--- src/hdl/oprCtrlPkg.sv ---
`default_nettype none

package oprCtrlPkg;

  // ####################################################################
  // operate field positions, vector bit 0 is PDP-8 bit 11.
  // ####################################################################

  // group select bits.
  localparam int groupBit = 8;
  localparam int group2Select = 0;

  // micro-op fields shared between the groups.
  localparam int claBit = 7;
  localparam int clLorSma = 6;
  localparam int cmaOrSza = 5;
  localparam int cmlOrSnl = 4;
  localparam int rarOrInvert = 3;
  localparam int ralOrOsr = 2;
  localparam int twiceOrHlt = 1;
  localparam int iacOrGroup3 = 0;

  // ####################################################################
  // sequencer.
  // ####################################################################

  // micro events per instruction.
  localparam int eventCount = 4;

  typedef enum logic [2:0] {
    idle,
    event1,
    event2,
    event3,
    event4,
    finish
  } seqState;

endpackage

`default_nettype wire

--- src/hdl/pdp8WordPkg.sv ---
`default_nettype none

package pdp8WordPkg;

  // machine word width.
  localparam int wordWidth = 12;

  // byte swap exchanges the two halves of AC.
  localparam int halfWidth = wordWidth / 2;

  // AC, MQ, switches and the instruction register.
  typedef logic [wordWidth-1:0] word;

  // link sits above AC for increment and rotate.
  typedef logic [wordWidth:0] linkWord;

endpackage

`default_nettype wire

--- src/hdl/accumulatorPath.sv ---
`default_nettype none

module accumulatorPath (
  input  logic             CLK,
  input  logic             reset,
  input  logic             loadRegs,
  input  pdp8WordPkg::word acIn,
  input  logic             linkIn,
  input  pdp8WordPkg::word mqIn,
  input  pdp8WordPkg::word switches,
  input  logic             ev1,
  input  logic             ev2,
  input  logic             ev3,
  input  logic             ev4,
  input  logic             group1,
  input  logic             group2,
  input  logic             group3,
  input  logic             cla,
  input  logic             cll,
  input  logic             cma,
  input  logic             cml,
  input  logic             iac,
  input  logic             rar,
  input  logic             ral,
  input  logic             twice,
  input  logic             osr,
  input  logic             hlt,
  input  logic             mqa,
  input  logic             mql,
  input  logic             eaeOp,
  input  logic             skipCond,
  output pdp8WordPkg::word ac,
  output logic             link,
  output pdp8WordPkg::word mq,
  output logic             skip,
  output logic             halt,
  output logic             eaeTrap
);

  localparam int topBit = pdp8WordPkg::wordWidth;
  localparam int half   = pdp8WordPkg::halfWidth;

  pdp8WordPkg::linkWord linkAc;
  pdp8WordPkg::linkWord incremented;
  pdp8WordPkg::linkWord rotated;
  pdp8WordPkg::word     mqMoveAc;
  logic                 busy;
  logic                 skipPending;

  assign busy        = ev1 | ev2 | ev3 | ev4;
  assign linkAc      = {link, ac};
  assign incremented = linkAc + pdp8WordPkg::linkWord'(1);

  // ####################################################################
  // event 4 shifter.
  // ####################################################################

  // RAR and RAL together cancel.
  always_comb begin
    rotated = linkAc;
    if (rar && !ral) begin
      if (twice) begin
        rotated = {linkAc[1:0], linkAc[topBit:2]};
      end else begin
        rotated = {linkAc[0], linkAc[topBit:1]};
      end
    end else if (ral && !rar) begin
      if (twice) begin
        rotated = {linkAc[topBit-2:0], linkAc[topBit:topBit-1]};
      end else begin
        rotated = {linkAc[topBit-1:0], linkAc[topBit]};
      end
    end else if (twice && !rar && !ral) begin
      // BSW.
      rotated = {link, ac[half-1:0], ac[topBit-1:half]};
    end
  end

  // MQA and MQL both see the old AC and MQ.
  assign mqMoveAc = (mqa ? mq : '0) | (mql ? '0 : ac);

  // ####################################################################
  // register update.
  // ####################################################################

  always_ff @(posedge CLK) begin
    if (reset) begin
      ac          <= '0;
      link        <= 1'b0;
      mq          <= '0;
      skip        <= 1'b0;
      halt        <= 1'b0;
      eaeTrap     <= 1'b0;
      skipPending <= 1'b0;
    end else if (!busy) begin
      if (loadRegs) begin
        ac   <= acIn;
        link <= linkIn;
        mq   <= mqIn;
        halt <= 1'b0;
      end
    end else if (ev1) begin
      // skip tests AC before CLA takes effect.
      skipPending <= group2 & skipCond;
      if (cla) begin
        ac <= '0;
      end
      if (cll) begin
        link <= 1'b0;
      end
    end else if (ev2) begin
      if (group1) begin
        if (cma) begin
          ac <= ~ac;
        end
        if (cml) begin
          link <= ~link;
        end
      end
      if (group3) begin
        ac <= mqMoveAc;
        if (mql) begin
          mq <= ac;
        end
      end
    end else if (ev3) begin
      if (iac) begin
        {link, ac} <= incremented;
      end
      if (osr) begin
        ac <= ac | switches;
      end
    end else begin
      if (group1) begin
        {link, ac} <= rotated;
      end
      // status is in place together with done.
      skip    <= skipPending;
      eaeTrap <= eaeOp;
      if (hlt) begin
        halt <= 1'b1;
      end
    end
  end

endmodule

`default_nettype wire

--- src/hdl/oprDecoder.sv ---
`default_nettype none

module oprDecoder (
  input  pdp8WordPkg::word ir,
  input  logic             opr,
  output logic             group1,
  output logic             group2,
  output logic             group3,
  output logic             cla,
  output logic             cll,
  output logic             cma,
  output logic             cml,
  output logic             iac,
  output logic             rar,
  output logic             ral,
  output logic             twice,
  output logic             sma,
  output logic             sza,
  output logic             snl,
  output logic             invert,
  output logic             osr,
  output logic             hlt,
  output logic             mqa,
  output logic             mql,
  output logic             eaeOp
);

  logic eaeCode;

  // ####################################################################
  // group select.
  // ####################################################################

  assign group1 = opr & ~ir[oprCtrlPkg::groupBit];
  assign group2 = opr & ir[oprCtrlPkg::groupBit] & ~ir[oprCtrlPkg::group2Select];
  assign group3 = opr & ir[oprCtrlPkg::groupBit] & ir[oprCtrlPkg::group2Select];

  // CLA sits in the same place in every group.
  assign cla = opr & ir[oprCtrlPkg::claBit];

  // group 1.
  assign cll   = group1 & ir[oprCtrlPkg::clLorSma];
  assign cma   = group1 & ir[oprCtrlPkg::cmaOrSza];
  assign cml   = group1 & ir[oprCtrlPkg::cmlOrSnl];
  assign rar   = group1 & ir[oprCtrlPkg::rarOrInvert];
  assign ral   = group1 & ir[oprCtrlPkg::ralOrOsr];
  assign twice = group1 & ir[oprCtrlPkg::twiceOrHlt];
  assign iac   = group1 & ir[oprCtrlPkg::iacOrGroup3];

  // group 2.
  assign sma    = group2 & ir[oprCtrlPkg::clLorSma];
  assign sza    = group2 & ir[oprCtrlPkg::cmaOrSza];
  assign snl    = group2 & ir[oprCtrlPkg::cmlOrSnl];
  assign invert = group2 & ir[oprCtrlPkg::rarOrInvert];
  assign osr    = group2 & ir[oprCtrlPkg::ralOrOsr];
  assign hlt    = group2 & ir[oprCtrlPkg::twiceOrHlt];

  // group 3.
  assign mqa = group3 & ir[oprCtrlPkg::clLorSma];
  assign mql = group3 & ir[oprCtrlPkg::cmlOrSnl];

  // any EAE code in bits 1 to 3, or SCA, is not executed here.
  assign eaeCode = |ir[oprCtrlPkg::rarOrInvert:oprCtrlPkg::twiceOrHlt];
  assign eaeOp   = group3 & (ir[oprCtrlPkg::cmaOrSza] | eaeCode);

endmodule

`default_nettype wire

--- src/hdl/oprSequencer.sv ---
`default_nettype none

module oprSequencer (
  input  logic             CLK,
  input  logic             reset,
  input  logic             start,
  input  pdp8WordPkg::word ir,
  output pdp8WordPkg::word irHeld,
  output logic             busy,
  output logic             ev1,
  output logic             ev2,
  output logic             ev3,
  output logic             ev4,
  output logic             done
);

  oprCtrlPkg::seqState state;
  oprCtrlPkg::seqState nextState;
  logic [oprCtrlPkg::eventCount-1:0] evOneHot;
  logic accept;

  // start counts only when idle.
  assign accept = start && (state == oprCtrlPkg::idle);

  always_comb begin
    nextState = state;
    case (state)
      oprCtrlPkg::idle: begin
        if (accept) begin
          nextState = oprCtrlPkg::event1;
        end
      end
      oprCtrlPkg::event1: nextState = oprCtrlPkg::event2;
      oprCtrlPkg::event2: nextState = oprCtrlPkg::event3;
      oprCtrlPkg::event3: nextState = oprCtrlPkg::event4;
      oprCtrlPkg::event4: nextState = oprCtrlPkg::finish;
      oprCtrlPkg::finish: nextState = oprCtrlPkg::idle;
      default:            nextState = oprCtrlPkg::idle;
    endcase
  end

  always_ff @(posedge CLK) begin
    if (reset) begin
      state <= oprCtrlPkg::idle;
    end else begin
      state <= nextState;
    end
  end

  // instruction stays put for the whole sequence.
  always_ff @(posedge CLK) begin
    if (accept) begin
      irHeld <= ir;
    end
  end

  // one strobe per micro event.
  assign evOneHot = {
    state == oprCtrlPkg::event4,
    state == oprCtrlPkg::event3,
    state == oprCtrlPkg::event2,
    state == oprCtrlPkg::event1
  };

  assign ev1  = evOneHot[0];
  assign ev2  = evOneHot[1];
  assign ev3  = evOneHot[2];
  assign ev4  = evOneHot[3];
  assign busy = |evOneHot;
  assign done = (state == oprCtrlPkg::finish);

endmodule

`default_nettype wire

--- src/hdl/oprUnit.sv ---
`default_nettype none

module oprUnit (
  input  logic             CLK,
  input  logic             reset,
  input  logic             start,
  input  pdp8WordPkg::word ir,
  input  pdp8WordPkg::word switches,
  input  logic             loadRegs,
  input  pdp8WordPkg::word acIn,
  input  logic             linkIn,
  input  pdp8WordPkg::word mqIn,
  output pdp8WordPkg::word ac,
  output logic             link,
  output pdp8WordPkg::word mq,
  output logic             skip,
  output logic             halt,
  output logic             eaeTrap,
  output logic             done,
  output logic             busy
);

  pdp8WordPkg::word irHeld;
  logic ev1, ev2, ev3, ev4;
  logic group1, group2, group3;
  logic cla, cll, cma, cml, iac, rar, ral, twice;
  logic sma, sza, snl, invert, osr, hlt;
  logic mqa, mql, eaeOp;
  logic skipCond;

  oprSequencer u_sequencer (
    .CLK    (CLK),
    .reset  (reset),
    .start  (start),
    .ir     (ir),
    .irHeld (irHeld),
    .busy   (busy),
    .ev1    (ev1),
    .ev2    (ev2),
    .ev3    (ev3),
    .ev4    (ev4),
    .done   (done)
  );

  // decode is live only while events run.
  oprDecoder u_decoder (
    .ir     (irHeld),
    .opr    (busy),
    .group1 (group1),
    .group2 (group2),
    .group3 (group3),
    .cla    (cla),
    .cll    (cll),
    .cma    (cma),
    .cml    (cml),
    .iac    (iac),
    .rar    (rar),
    .ral    (ral),
    .twice  (twice),
    .sma    (sma),
    .sza    (sza),
    .snl    (snl),
    .invert (invert),
    .osr    (osr),
    .hlt    (hlt),
    .mqa    (mqa),
    .mql    (mql),
    .eaeOp  (eaeOp)
  );

  skipEvaluator u_skipEval (
    .ac       (ac),
    .link     (link),
    .sma      (sma),
    .sza      (sza),
    .snl      (snl),
    .invert   (invert),
    .skipCond (skipCond)
  );

  accumulatorPath u_datapath (
    .CLK      (CLK),
    .reset    (reset),
    .loadRegs (loadRegs),
    .acIn     (acIn),
    .linkIn   (linkIn),
    .mqIn     (mqIn),
    .switches (switches),
    .ev1      (ev1),
    .ev2      (ev2),
    .ev3      (ev3),
    .ev4      (ev4),
    .group1   (group1),
    .group2   (group2),
    .group3   (group3),
    .cla      (cla),
    .cll      (cll),
    .cma      (cma),
    .cml      (cml),
    .iac      (iac),
    .rar      (rar),
    .ral      (ral),
    .twice    (twice),
    .osr      (osr),
    .hlt      (hlt),
    .mqa      (mqa),
    .mql      (mql),
    .eaeOp    (eaeOp),
    .skipCond (skipCond),
    .ac       (ac),
    .link     (link),
    .mq       (mq),
    .skip     (skip),
    .halt     (halt),
    .eaeTrap  (eaeTrap)
  );

endmodule

`default_nettype wire

--- src/hdl/skipEvaluator.sv ---
`default_nettype none

module skipEvaluator (
  input  pdp8WordPkg::word ac,
  input  logic             link,
  input  logic             sma,
  input  logic             sza,
  input  logic             snl,
  input  logic             invert,
  output logic             skipCond
);

  logic acMinus;
  logic acZero;
  logic anyHit;

  // sign bit of AC.
  assign acMinus = ac[pdp8WordPkg::wordWidth-1];
  assign acZero  = (ac == '0);

  // OR group, SPA/SNA/SZL when reversed.
  assign anyHit = (sma & acMinus) | (sza & acZero) | (snl & link);

  // no test selected with invert set gives SKP.
  assign skipCond = anyHit ^ invert;

endmodule

`default_nettype wire

--- config.mk ---
export PLATFORM = sky130hd
export DESIGN_NAME = oprUnit
export DESIGN_NICKNAME = d
export VERILOG_FILES = /design/src/hdl/oprCtrlPkg.sv /design/src/hdl/pdp8WordPkg.sv /design/src/hdl/accumulatorPath.sv /design/src/hdl/oprDecoder.sv /design/src/hdl/oprSequencer.sv /design/src/hdl/oprUnit.sv /design/src/hdl/skipEvaluator.sv
export SDC_FILE = /design/constraint.sdc
export NUM_CORES = 1
export LEC_CHECK = 0
export BUFFER_PORTS_ARGS = -buffer_cell sky130_fd_sc_hd__buf_4
export CAP_MARGIN = 20
export CORE_MARGIN = 2
export CORE_UTILIZATION = 30
export DETAILED_ROUTE_END_ITERATION = 16
export PLACE_DENSITY = 0.53
export SYNTH_ARGS = -nofsm -noshare
export SYNTH_HDL_FRONTEND = slang
export SYNTH_HIERARCHICAL = 1
export SYNTH_SLANG_ARGS = --single-unit
--- constraint.sdc ---
create_clock -name CLK -period 3.6 [get_ports CLK]
set_input_delay 0.36 -clock CLK [delete_from_list [all_inputs] [get_ports CLK]]
set_output_delay 0.36 -clock CLK [all_outputs]
set_load 0.005 [all_outputs]
==> qor_table.md, run 1 <==
| Metric | Reported | Unit |
|:---|:---|:---|
| Share of cells above drive strength 1 | 27.35 | % |
| Combined global-route utilization of all metal layers | 17.74 | % |
| Total of max-cap violations | 0 | - |
| Drc violations | 0 | - |
| Core Rows | 40 | - |
| Number of cells in the finished layout apart from fillers | 637 | - |
| Number of antenna violations at the first check in global routing | 0 | - |
| Worst path arrival time | 3.37 | ns |
| Critical Path Start Type | flop | - |
| Critical Path Fanout Max | 14 | - |
| Final #Nets | 545 | - |
| Ratio of routed vias to standard cells | 5.686 | - |
| Largest net degree at the start of global routing | 27 | - |
| Total routed wirelength | 11.59 | mm |
| Category of cells accounting for the largest share of critical-path delay | simple AND/OR/NAND/NOR gates | - |
| Routed wire length per instance | 18.19 | microns |
| Detailed placer's ending HPWL | 8.440 | mm |
| Worst VDD drop | 0.1996 | mV |
| Final-report hold violation count | 0 | - |
| Required arrival time at the worst endpoint | 3.76 | ns |
| Final estimated routing congestion in global placement | 0.8992 | - |
| Die height | 114.4 | microns |
| Tightest Pin Transition | 0.9740 | ns |
| Synth warn | 6 | - |
| Clock root buffer | sky130_fd_sc_hd__clkbuf_16 | - |
| Number of placed cells counting well taps | 629 | - |
| Maximum count of clock buffers along a single path | 2 | - |
| Number of instances resized during post-cts repair | 0 | - |
| Internal Power | 1.217 | mW |
| Fmax | 0.3110 | GHz |
| Final cell area excluding filler cells | 4378 | sq um |
| Share of the core filled with cells | 36.60 | % |
| Mean post-synth cell area | 8.250 | sq um |
| Rel. slew slack | 34.89 | % |
| CP peak stage delay | 0.52 | ns |
| Effective utilization at floorplan | 30.55 | % |
| Tmin final | 3.215 | ns |
| Switching fraction of total power | 40.58 | % |
| Number of global-route vias before repair | 3498 | - |
| Number of fillers in the final layout | 1226 | - |
| Die area | 13080 | sq um |
| Post-DRT Antenna Nets | 0 | - |
| Number of pins exceeding their max-slew limit in the final report | 0 | - |
| Worst min-delay path class | in -> reg | - |
| Via count of the routed design | 3622 | - |
| First-pass GRT wire length | 18.57 | mm |
| Category of the worst setup path capture point | flop | - |
| Post-synthesis instance area | 3655 | sq um |
| Clock tree from TritonCTS | yes | - |
| Net load switching power | 830.8 | uW |
| Static leakage | 1.698 | nW |
| Number of instances in the synthesized netlist | 443 | - |
| Count of antenna diodes in the layout | 0 | - |
| Area Growth Syn to Fin | 19.79 | % |
| I/O pin total | 83 | - |
| Iter 0 DRT Violations | 186 | - |
| Power Density | 467.7 | nW/um^2 |
| Relative contribution of sequential cells to total power | 37.6 | % |
| Clock buffers created by TritonCTS | 5 | - |
| Final setup violation count | 0 | - |
| Power share of the combinational group | 41.3 | % |
| Worst clock skew | 0.006160 | ns |
| RSZ-0062 raised after global routing | false | - |
| Die X-Extent | 114.4 | microns |
| Sinks on Clock Net | 41 | - |
| Post-route worst hold slack | 0.2509 | ns |
| Crit Path Category | reg -> reg | - |
| Dpl cell area | 4242 | sq um |
| Slowest cell on the critical path | sky130_fd_sc_hd__dfxtp_1 | - |
| Core outline area | 11960 | sq um |
| Port bufs | 79 | - |
| Clock transition at path regs | 0.06 | ns |
| Clock share of power | 21.1 | % |
| Number of nets produced by synthesis | 499 | - |
| Result of the run | finished, final reports clean | - |
| Total buffers and inverters traversed by the critical path | 1 | - |
| Part of the cycle the worst path needs | 89.31 | % |
| Clk Latency, worst-skew pair | 0.28 | ns |
| H-tree levels | 2 | - |
| Post-CTS setup repair buffer count | 0 | - |
| First-pass iteration count of the detailed router | 6 | - |
| Setup Total Neg Slack | 0 | ns |
| Cells along the critical path | nor2_1 -> xnor2_1 -> and2b_1 -> and2_1 -> inv_1 -> ha_1 -> nor2b_1 -> a311oi_1 -> a211oi_1 -> a211o_1 -> a31oi_1 | - |
| Total overflow reported by the global router | 0 | - |
| Quantity of hold-fixing buffers added after cts | 0 | - |
[worst reg2reg max path, delay by kind of cell, from the launching register on]
kind / cells / cell delay [ns]
simple gates: 4 / 1.07
compound gates: 4 / 0.83
buf+inv: 1 / 0.06
xor+xnor: 1 / 0.28
fa+ha+maj: 1 / 0.34
flops: 1 / 0.52
[per-layer routing]
metal	up-vias	GRT usage, %	share of wire (%)
li1	1764	-	-
met1	1733	24.53	47
met2	114	28.81	46
met3	11	2.329	4.9
met4	0	5.447	1.7
met5	-	0	0
[path summary, 6_finish.rpt]
kind | end | startpoint | slack [ns] | cells past startpoint
hold / removal | u_sequencer/irHeld[1] | ir[1] | 0.25 | 1
setup / recovery | u_datapath/ac[1] | u_sequencer/state[1] | 0.38 | 11
hold reg to reg | u_datapath/eaeTrap | u_datapath/eaeTrap | 0.46 | 2
setup reg to reg | u_datapath/ac[1] | u_sequencer/state[1] | 0.38 | 11
[state kept, by name (all words and copies together), names as in the netlist]
register,flops
u_datapath/skipPending,1
u_sequencer/irHeld,9
u_datapath/mq,12
u_datapath/eaeTrap,1
u_datapath/ac,12
u_datapath/skip,1
u_datapath/halt,1
u_datapath/link,1
u_sequencer/state,3
[per-stage QoR]
| step | power (mW) | setup WS (ns) |
|---|---|---|
| after global placement | 1.602 | 0.5676 |
| after floorplan | 1.325 | 1.101 |
| final | 2.048 | 0.3849 |
| after global routing | 2.183 | 0.1268 |
| after detailed placement | 1.617 | 0.4469 |
| after CTS | 2.055 | 0.4175 |
[cell type report]
class | instances | area, sq um | area share, %
Timing Repair Buffer | 89 | 668.1 | 15.26
Tap cell | 147 | 183.9 | 4.201
Multi-Input combinational cell | 344 | 2449 | 55.93
Sequential cell | 41 | 910.9 | 20.81
Clock buffer | 7 | 132.6 | 3.029
Inverter | 8 | 30.03 | 0.6859
Clock inverter | 1 | 3.754 | 0.08574
[power groups by stage]
stage / clock network (mW) / registers, mW / logic, mW
2_1_floorplan: 0 / 0.633 / 0.692
3_3_place_gp: 0 / 0.775 / 0.826
3_5_place_dp: 0 / 0.777 / 0.840
4_1_cts: 0.444 / 0.768 / 0.843
5_1_grt: 0.461 / 0.791 / 0.931
6_report: 0.432 / 0.770 / 0.846
[layout by cell type (no fill, tap or decap), types with 8 or more instances in the layout]
| cell type | n |
|---|---|
| sky130_fd_sc_hd__mux2i_1 | 21 |
| sky130_fd_sc_hd__nand3_1 | 13 |
| sky130_fd_sc_hd__a311oi_1 | 10 |
| sky130_fd_sc_hd__o21ai_1 | 11 |
| sky130_fd_sc_hd__nor2_2 | 8 |
| sky130_fd_sc_hd__nand2b_1 | 16 |
| sky130_fd_sc_hd__and2_1 | 18 |
| sky130_fd_sc_hd__a31oi_1 | 14 |
| sky130_fd_sc_hd__o21ai_0 | 15 |
| sky130_fd_sc_hd__buf_4 | 89 |
| sky130_fd_sc_hd__dfxtp_1 | 32 |
| sky130_fd_sc_hd__a21oi_1 | 24 |
| sky130_fd_sc_hd__nand2_1 | 31 |
| sky130_fd_sc_hd__nor2_1 | 26 |
| sky130_fd_sc_hd__edfxtp_1 | 9 |
| sky130_fd_sc_hd__a221oi_1 | 14 |
| sky130_fd_sc_hd__a211oi_2 | 11 |
| sky130_fd_sc_hd__nor3_1 | 8 |
Note: power is estimated with default switching activity, not from simulation.
==> run 2: changes to the inputs <==
--- a/config.mk
+++ b/config.mk
@@ -7,10 +7,11 @@
 export LEC_CHECK = 0
 export BUFFER_PORTS_ARGS = -buffer_cell sky130_fd_sc_hd__buf_4
 export CAP_MARGIN = 20
+export CORE_ASPECT_RATIO = 1.75
 export CORE_MARGIN = 2
 export CORE_UTILIZATION = 30
 export DETAILED_ROUTE_END_ITERATION = 16
-export PLACE_DENSITY = 0.53
+export PLACE_DENSITY = 0.55
 export SYNTH_ARGS = -nofsm -noshare
 export SYNTH_HDL_FRONTEND = slang
 export SYNTH_HIERARCHICAL = 1
==> constraint.sdc (replaced) <==
create_clock -name CLK -period 2.6 [get_ports CLK]
set_input_delay 0.26 -clock CLK [delete_from_list [all_inputs] [get_ports CLK]]
set_output_delay 0.26 -clock CLK [all_outputs]
set_load 0.005 [all_outputs]
==> run 2 against run 1 <==
Against the previous run: hold slack got worse by 0.10 ns; setup slack got worse by 0.24 ns; combinational power is 69% higher.
==> qor_table.md, run 2 (synthesized netlist as in run 1, its figures left out) <==
| Metric | Reported | Unit | vs previous |
|:---|:---|:---|:---|
| Final #Nets | 565 | - | +3.7% |
| I/O pin total | 83 | - | unchanged |
| Static leakage | 1.853 | nW | +9.1% |
| Final cell area excluding filler cells | 4662 | sq um | +6.5% |
| Worst clock skew | 0.004946 | ns | -0.001213 ns |
| Total of max-cap violations | 0 | - | unchanged |
| Rel. slew slack | 54.51 | % | +20 points |
| Number of pins exceeding their max-slew limit in the final report | 0 | - | unchanged |
| Crit path to | u_datapath/ac[3] | - |  |
| Total routed wirelength | 12.10 | mm | +4.4% |
| Sinks on Clock Net | 41 | - | unchanged |
| Number of cells on the worst reg-to-reg path | 11 | - | unchanged |
| Clk Latency, worst-skew pair | 0.29 | ns | about the same |
| Clock transition at path regs | 0.06 | ns | about the same |
| Number of instances resized during post-cts repair | 0 | - | unchanged |
| Number of global-route vias before repair | 3579 | - | +2.3% |
| Final estimated routing congestion in global placement | 0.8988 | - | about the same |
| Result of the run | finished, final reports clean | - |  |
| Crit Path Category | reg -> reg | - |  |
| Count of cell instances traversed by the critical path | 11 | - | unchanged |
| Post-DRT Antenna Nets | 0 | - | unchanged |
| Setup slack of the most critical reg-to-reg path | 0.14 | ns | -0.24 ns |
| Clock share of power | 24.5 | % | +3.4 points |
| Final setup violation count | 0 | - | unchanged |
| Final-report hold violation count | 0 | - | unchanged |
| Count of antenna diodes in the layout | 0 | - | unchanged |
| Post-CTS setup repair buffer count | 0 | - | unchanged |
| Clock tree from TritonCTS | yes | - |  |
| Area Growth Syn to Fin | 27.56 | % |  |
| Clock root buffer | sky130_fd_sc_hd__clkbuf_16 | - |  |
| Via count of the routed design | 3713 | - | +2.5% |
| Switching fraction of total power | 38.28 | % | -2.3 points |
| Category of the worst setup path capture point | flop | - |  |
| Total overflow reported by the global router | 0 | - | unchanged |
| Fmax | 0.4071 | GHz | +31% |
| Relative contribution of sequential cells to total power | 29.9 | % | -7.7 points |
| Worst path arrival time | 2.62 | ns | -0.75 ns |
| Top flop regs | u_datapath/ac: 12 flops, u_datapath/mq: 12 flops, u_sequencer/irHeld: 9 flops | - |  |
| Critical Path Start | u_sequencer/state[0] | - |  |
| Effective utilization at floorplan | 30.62 | % | +0.064 points |
| Power share of the combinational group | 45.6 | % | +4.3 points |
| Startpoint of the worst register-to-register path | u_sequencer/state[0] | - |  |
| Quantity of hold-fixing buffers added after cts | 0 | - | unchanged |
| Detailed placer's ending HPWL | 9.365 | mm | +11% |
| Drc violations | 0 | - | unchanged |
| Number of fillers in the final layout | 1231 | - | +0.41% |
| Setup Total Neg Slack | 0 | ns | unchanged |
| Worst min-delay path class | in -> reg | - |  |
| H-tree levels | 2 | - | unchanged |
| Combined global-route utilization of all metal layers | 18.25 | % | +0.51 points |
| RSZ-0062 raised after global routing | false | - |  |
| First-pass iteration count of the detailed router | 6 | - | unchanged |
| CP peak stage delay | 0.32 | ns | -0.20 ns |
| Port bufs | 79 | - | unchanged |
| Die height | 150.0 | microns | +31% |
| Maximum count of clock buffers along a single path | 2 | - | unchanged |
| Share of cells above drive strength 1 | 32.94 | % | +5.6 points |
| Core Rows | 53 | - | +33% |
| Routed wire length per instance | 18.70 | microns | +2.8% |
| Net load switching power | 1.204 | mW | +45% |
| Critical Path Start Type | flop | - |  |
| Die X-Extent | 87.44 | microns | -24% |
| Clock buffers created by TritonCTS | 5 | - | unchanged |
| Internal Power | 1.942 | mW | +60% |
| Total buffers and inverters traversed by the critical path | 2 | - | +1 |
| Core outline area | 11940 | sq um | -0.21% |
| Most common cell after layout, fill and taps aside | sky130_fd_sc_hd__buf_4 | - |  |
| Die area | 13120 | sq um | +0.26% |
| Tmin final | 2.457 | ns | -0.7586 ns |
| First-pass GRT wire length | 18.80 | mm | +1.3% |
| Commonest non-fill, non-tap cells in the layout | sky130_fd_sc_hd__buf_4 (103), sky130_fd_sc_hd__dfxtp_1 (32), sky130_fd_sc_hd__nand2_1 (31) | - |  |
| Iter 0 DRT Violations | 257 | - | +38% |
| Required arrival time at the worst endpoint | 2.76 | ns | -1.00 ns |
| Ratio of routed vias to standard cells | 5.739 | - | +0.93% |
| Category of cells accounting for the largest share of critical-path delay | compound AO/OA/AOI/OAI gates | - |  |
| Slowest cell on the critical path | sky130_fd_sc_hd__dfxtp_1 | - |  |
| Dpl cell area | 4429 | sq um | +4.4% |
| Part of the cycle the worst path needs | 94.48 | % | +5.2 points |
| Power Density | 674.9 | nW/um^2 | +44% |
| Reg-to-Reg End | u_datapath/ac[3] | - |  |
| Critical Path Fanout Max | 17 | - | +3 |
| Number of antenna violations at the first check in global routing | 0 | - | unchanged |
| Tightest Pin Transition | 0.6814 | ns | -0.2926 ns |
| Largest net degree at the start of global routing | 30 | - | +11% |
| Worst VDD drop | 0.4178 | mV | +110% |
| Cells along the critical path | nor2_2 -> xnor2_1 -> buf_4 -> and3b_1 -> and2_4 -> buf_12 -> and3b_2 -> a221oi_1 -> a311oi_1 -> a211oi_1 -> a31oi_1 | - |  |
-- run 2: cell types whose count changed in the layout (fill, tap and decap cells not counted), moves of 2 or more --
cell	change
sky130_fd_sc_hd__and2_1	-2
sky130_fd_sc_hd__and2_4	+2
sky130_fd_sc_hd__buf_12	+4
sky130_fd_sc_hd__clkbuf_1	-2
sky130_fd_sc_hd__buf_4	+14
sky130_fd_sc_hd__buf_6	+2
sky130_fd_sc_hd__clkinv_1	-2
-- run 2: per-layer routing --
| layer | global-route usage, % | up-vias | part of all wire (%) |
|---|---|---|---|
| met2 | 32.20 | 109 | 53 |
| met3 | 1.931 | 16 | 4.3 |
| li1 | - | 1801 | - |
| met4 | 7.692 | 0 | 2.6 |
| met1 | 21.94 | 1787 | 40 |
| met5 | 0 | - | 0 |
-- run 2: cell type report --
| type | count | area, sq um | area share [%] |
|---|---|---|---|
| clock buffers | 6 | 150.1 | 3.221 |
| multi-input cells | 344 | 2485 | 53.30 |
| inverters | 8 | 33.78 | 0.7246 |
| clock inverters | 2 | 35.03 | 0.7515 |
| flip-flops and latches | 41 | 910.9 | 19.54 |
| repair buffers | 109 | 875.8 | 18.79 |
| well taps | 137 | 171.4 | 3.677 |
-- run 2: stage by stage --
step                      setup WS [ns]  cells  hold slack, ns  power (mW)  util [%]
after CTS                       0.05257    647          0.1419       3.128     38.66
final                            0.1435    647          0.1464       3.146     39.06
after floorplan                  0.1006    443          0.3366       1.834         -
after global placement           0.1371    639          0.4391       2.328     37.11
after global routing           0.005740    647          0.1411       3.326     39.06
after detailed placement        0.05816    639          0.4392       2.350     37.11
-- run 2: power by group through the flow --
| stage | sequential (mW) | clock, mW | combinational, mW |
|---|---|---|---|
| after floorplan | 0.876 | 0 | 0.958 |
| after global placement | 0.951 | 0 | 1.38 |
| after detailed placement | 0.951 | 0 | 1.40 |
| after CTS | 0.938 | 0.786 | 1.40 |
| final | 0.941 | 0.771 | 1.43 |
| after global routing | 0.956 | 0.807 | 1.56 |
-- run 2: worst reg2reg max path: cells and delay by family, from the launching register on --
| family | cells | cell delay (ns) |
|---|---|---|
| AO/OA/AOI/OAI | 4 | 0.79 |
| XOR/XNOR | 1 | 0.15 |
| buffers and inverters | 2 | 0.31 |
| flip-flops | 1 | 0.32 |
| AND/OR/NAND/NOR | 4 | 0.77 |
-- run 2: how the worst min path moves through the flow --
stage	start	cells after the start	to	slack, ns
floorplan	reset	1	u_sequencer/state[1]	0.34
global placement	ir[5]	1	u_sequencer/irHeld[5]	0.44
detailed placement	ir[3]	1	u_sequencer/irHeld[3]	0.44
CTS	ir[8]	1	u_sequencer/irHeld[8]	0.14
global route	ir[5]	1	u_sequencer/irHeld[5]	0.14
finish	ir[0]	1	u_sequencer/irHeld[0]	0.15
==> run 3: changes to the inputs <==
==> constraint.sdc (replaced) <==
create_clock -name CLK -period 2.6 [get_ports CLK]
set_input_delay 0.13 -clock CLK [delete_from_list [all_inputs] [get_ports CLK]]
set_output_delay 0.13 -clock CLK [all_outputs]
set_load 0.005 [all_outputs]
==> run 3 against run 2 <==
Against the previous run: register-to-register slack about the same; fmax down 0.32%; non-clock buffer count down 1; first-iteration DRC count down 19%; clock skew up 0.0014 ns; hold slack worse by 0.13 ns; final cell count down 0.15%; largest cell class unchanged; via count unchanged; critical endpoint is now u_datapath/ac[8]; largest power group unchanged; utilization down 0.47 points.
==> qor_table.md, run 3 (synthesized netlist as in run 1, its figures left out) <==
| Metric | Reported | Unit | vs previous |
|:---|:---|:---|:---|
| Detailed placer's ending HPWL | 9.135 | mm | -2.5% |
| Required arrival time at the worst endpoint | 2.75 | ns | about the same |
| Post-DRT Antenna Nets | 0 | - | unchanged |
| Top flop regs | u_datapath/ac: 12 flops, u_datapath/mq: 12 flops, u_sequencer/irHeld: 9 flops | - |  |
| Final-report hold violation count | 0 | - | unchanged |
| Setup Total Neg Slack | 0 | ns | unchanged |
| Area Growth Syn to Fin | 26.02 | % |  |
| Clk Latency, worst-skew pair | 0.29 | ns | about the same |
| Final setup violation count | 0 | - | unchanged |
| Port bufs | 79 | - | unchanged |
| Share of cells above drive strength 1 | 32.22 | % | -0.72 points |
| Routed length on met3 | 453 | microns | -13% |
| Relative contribution of sequential cells to total power | 32.5 | % | +2.6 points |
| Combined global-route utilization of all metal layers | 18.02 | % | -0.23 points |
| Core outline area | 11940 | sq um | unchanged |
| Total routed wirelength | 11.95 | mm | -1.3% |
| Routed wire length per instance | 18.49 | microns | -1.1% |
| Largest net degree at the start of global routing | 30 | - | unchanged |
| Effective utilization at floorplan | 30.62 | % | unchanged |
| Die height | 150.0 | microns | unchanged |
| Maximum count of clock buffers along a single path | 2 | - | unchanged |
| Clock transition at path regs | 0.06 | ns | about the same |
| Iter 0 DRT Violations | 209 | - | -19% |
| I/O pin total | 83 | - | unchanged |
| Commonest non-fill, non-tap cells in the layout | sky130_fd_sc_hd__buf_4 (102), sky130_fd_sc_hd__dfxtp_1 (32), sky130_fd_sc_hd__nand2_1 (31) | - |  |
| Rel. slew slack | 56.24 | % | +1.7 points |
| Switching fraction of total power | 40.04 | % | +1.8 points |
| First-pass iteration count of the detailed router | 5 | - | -1 |
| Worst VDD drop | 0.3552 | mV | -15% |
| Most common cell after layout, fill and taps aside | sky130_fd_sc_hd__buf_4 | - |  |
| H-tree levels | 2 | - | unchanged |
| Sinks on Clock Net | 41 | - | unchanged |
| Category of the worst setup path capture point | flop | - |  |
| Ratio of routed vias to standard cells | 5.748 | - | +0.15% |
| Post-route worst hold slack | 0.01590 | ns | -0.1305 ns |
| Final cell area excluding filler cells | 4606 | sq um | -1.2% |
| Crit Path Category | reg -> reg | - |  |
| Net load switching power | 1.188 | mW | -1.3% |
| Static leakage | 1.819 | nW | -1.8% |
| Number of fillers in the final layout | 1244 | - | +1.1% |
| Via count of the routed design | 3713 | - | unchanged |
| Fmax | 0.4058 | GHz | -0.32% |
| Clock share of power | 20.4 | % | -4.1 points |
| Number of global-route vias before repair | 3533 | - | -1.3% |
| Total overflow reported by the global router | 0 | - | unchanged |
| Tmin final | 2.464 | ns | +0.007889 ns |
| Number of placed cells counting well taps | 637 | - | -0.31% |
| Worst min-delay path class | in -> reg | - |  |
| Worst clock skew | 0.006315 | ns | +0.001368 ns |
| Critical Path Fanout Max | 24 | - | +7 |
| Highest metal used | met4 | - |  |
| First-pass GRT wire length | 18.45 | mm | -1.9% |
| Met1 Wirelength | 4.815 | mm | -0.70% |
| Internal Power | 1.780 | mW | -8.3% |
| Power share of the combinational group | 47.2 | % | +1.6 points |
| Count of antenna diodes in the layout | 0 | - | unchanged |
| Core Rows | 53 | - | unchanged |
| Clock tree from TritonCTS | yes | - |  |
| Clock buffers created by TritonCTS | 5 | - | unchanged |
| Critical Path Start Type | flop | - |  |
| Tightest Pin Transition | 0.6556 | ns | -0.02584 ns |
| Die X-Extent | 87.44 | microns | unchanged |
| Clock root buffer | sky130_fd_sc_hd__clkbuf_16 | - |  |
| Power Density | 644.4 | nW/um^2 | -4.5% |
| Met2 routed WL | 6.431 | mm | +0.25% |
| Number of antenna violations at the first check in global routing | 0 | - | unchanged |
| Final #Nets | 564 | - | -0.18% |
| Final estimated routing congestion in global placement | 0.9022 | - | +0.38% |
| Worst path arrival time | 2.62 | ns | about the same |
| Dpl cell area | 4414 | sq um | -0.34% |
| RSZ-0062 raised after global routing | false | - |  |
| Die area | 13120 | sq um | unchanged |
| Total of max-cap violations | 0 | - | unchanged |
| Number of cells in the finished layout apart from fillers | 646 | - | -0.15% |
| Result of the run | finished, final reports clean | - |  |
| Drc violations | 0 | - | unchanged |
| Number of pins exceeding their max-slew limit in the final report | 0 | - | unchanged |
| Part of the cycle the worst path needs | 94.78 | % | +0.30 points |
run 3: what timing repair did:
item	in CTS	in global routing
hold buffers	0	0
endpoints found under the setup margin	0	8
buffers inserted	0	1
gates resized for setup	0	14
run 3: layout make-up:
| cell class | instances | area, sq um | share of cell area, % |
|---|---|---|---|
| inverters | 8 | 33.78 | 0.7335 |
| multi-input cells | 344 | 2485 | 53.95 |
| well taps | 137 | 171.4 | 3.722 |
| repair buffers | 108 | 868.3 | 18.85 |
| clock buffers | 7 | 132.6 | 2.880 |
| clock inverters | 1 | 3.754 | 0.08150 |
| flip-flops and latches | 41 | 910.9 | 19.78 |
run 3: stage by stage:
step | total power, mW | utilization, % | worst slack [ns]
detailed placement | 2.334 | 36.98 | 0.08795
CTS | 2.945 | 38.12 | 0.07091
finish | 2.968 | 38.58 | 0.1356
global route | 3.144 | 38.58 | 0.003817
global placement | 2.317 | 36.98 | 0.1516
floorplan | 1.834 | - | 0.1006
run 3: critical path, cell delays in order (launching register included):
cell and delay [ns]:
sky130_fd_sc_hd__dfxtp_1 0.31, sky130_fd_sc_hd__nor2_2 0.12, sky130_fd_sc_hd__xnor2_1 0.08, sky130_fd_sc_hd__and2b_2 0.22
sky130_fd_sc_hd__buf_4 0.13, sky130_fd_sc_hd__buf_4 0.14, sky130_fd_sc_hd__and2_1 0.17, sky130_fd_sc_hd__or4b_1 0.49
sky130_fd_sc_hd__o221ai_2 0.19, sky130_fd_sc_hd__a21oi_2 0.08, sky130_fd_sc_hd__buf_12 0.18, sky130_fd_sc_hd__o21ai_1 0.15
sky130_fd_sc_hd__a41oi_2 0.05
run 3: worst paths after layout:
kind                   startpoint                     to  slack [ns]  depth (start not counted)
max          u_sequencer/state[0]       u_datapath/ac[8]        0.14                         12
min                         ir[6]  u_sequencer/irHeld[6]        0.02                          1
max reg2reg  u_sequencer/state[0]       u_datapath/ac[8]        0.14                         12
min reg2reg    u_datapath/eaeTrap     u_datapath/eaeTrap        0.47                          2
run 3: layer usage:
metal	global-route usage, %	vias up
met1	21.40	1765
met2	32.65	131
li1	-	1803
met3	1.655	14
met5	0	-
met4	6.769	0
run 3: power by group through the flow:
| stage | combinational (mW) | sequential [mW] | clock [mW] |
|---|---|---|---|
| 6_report | 1.40 | 0.964 | 0.604 |
| 5_1_grt | 1.52 | 0.987 | 0.635 |
| 4_1_cts | 1.36 | 0.963 | 0.621 |
| 3_5_place_dp | 1.36 | 0.976 | 0 |
| 3_3_place_gp | 1.34 | 0.979 | 0 |
| 2_1_floorplan | 0.958 | 0.876 | 0 |
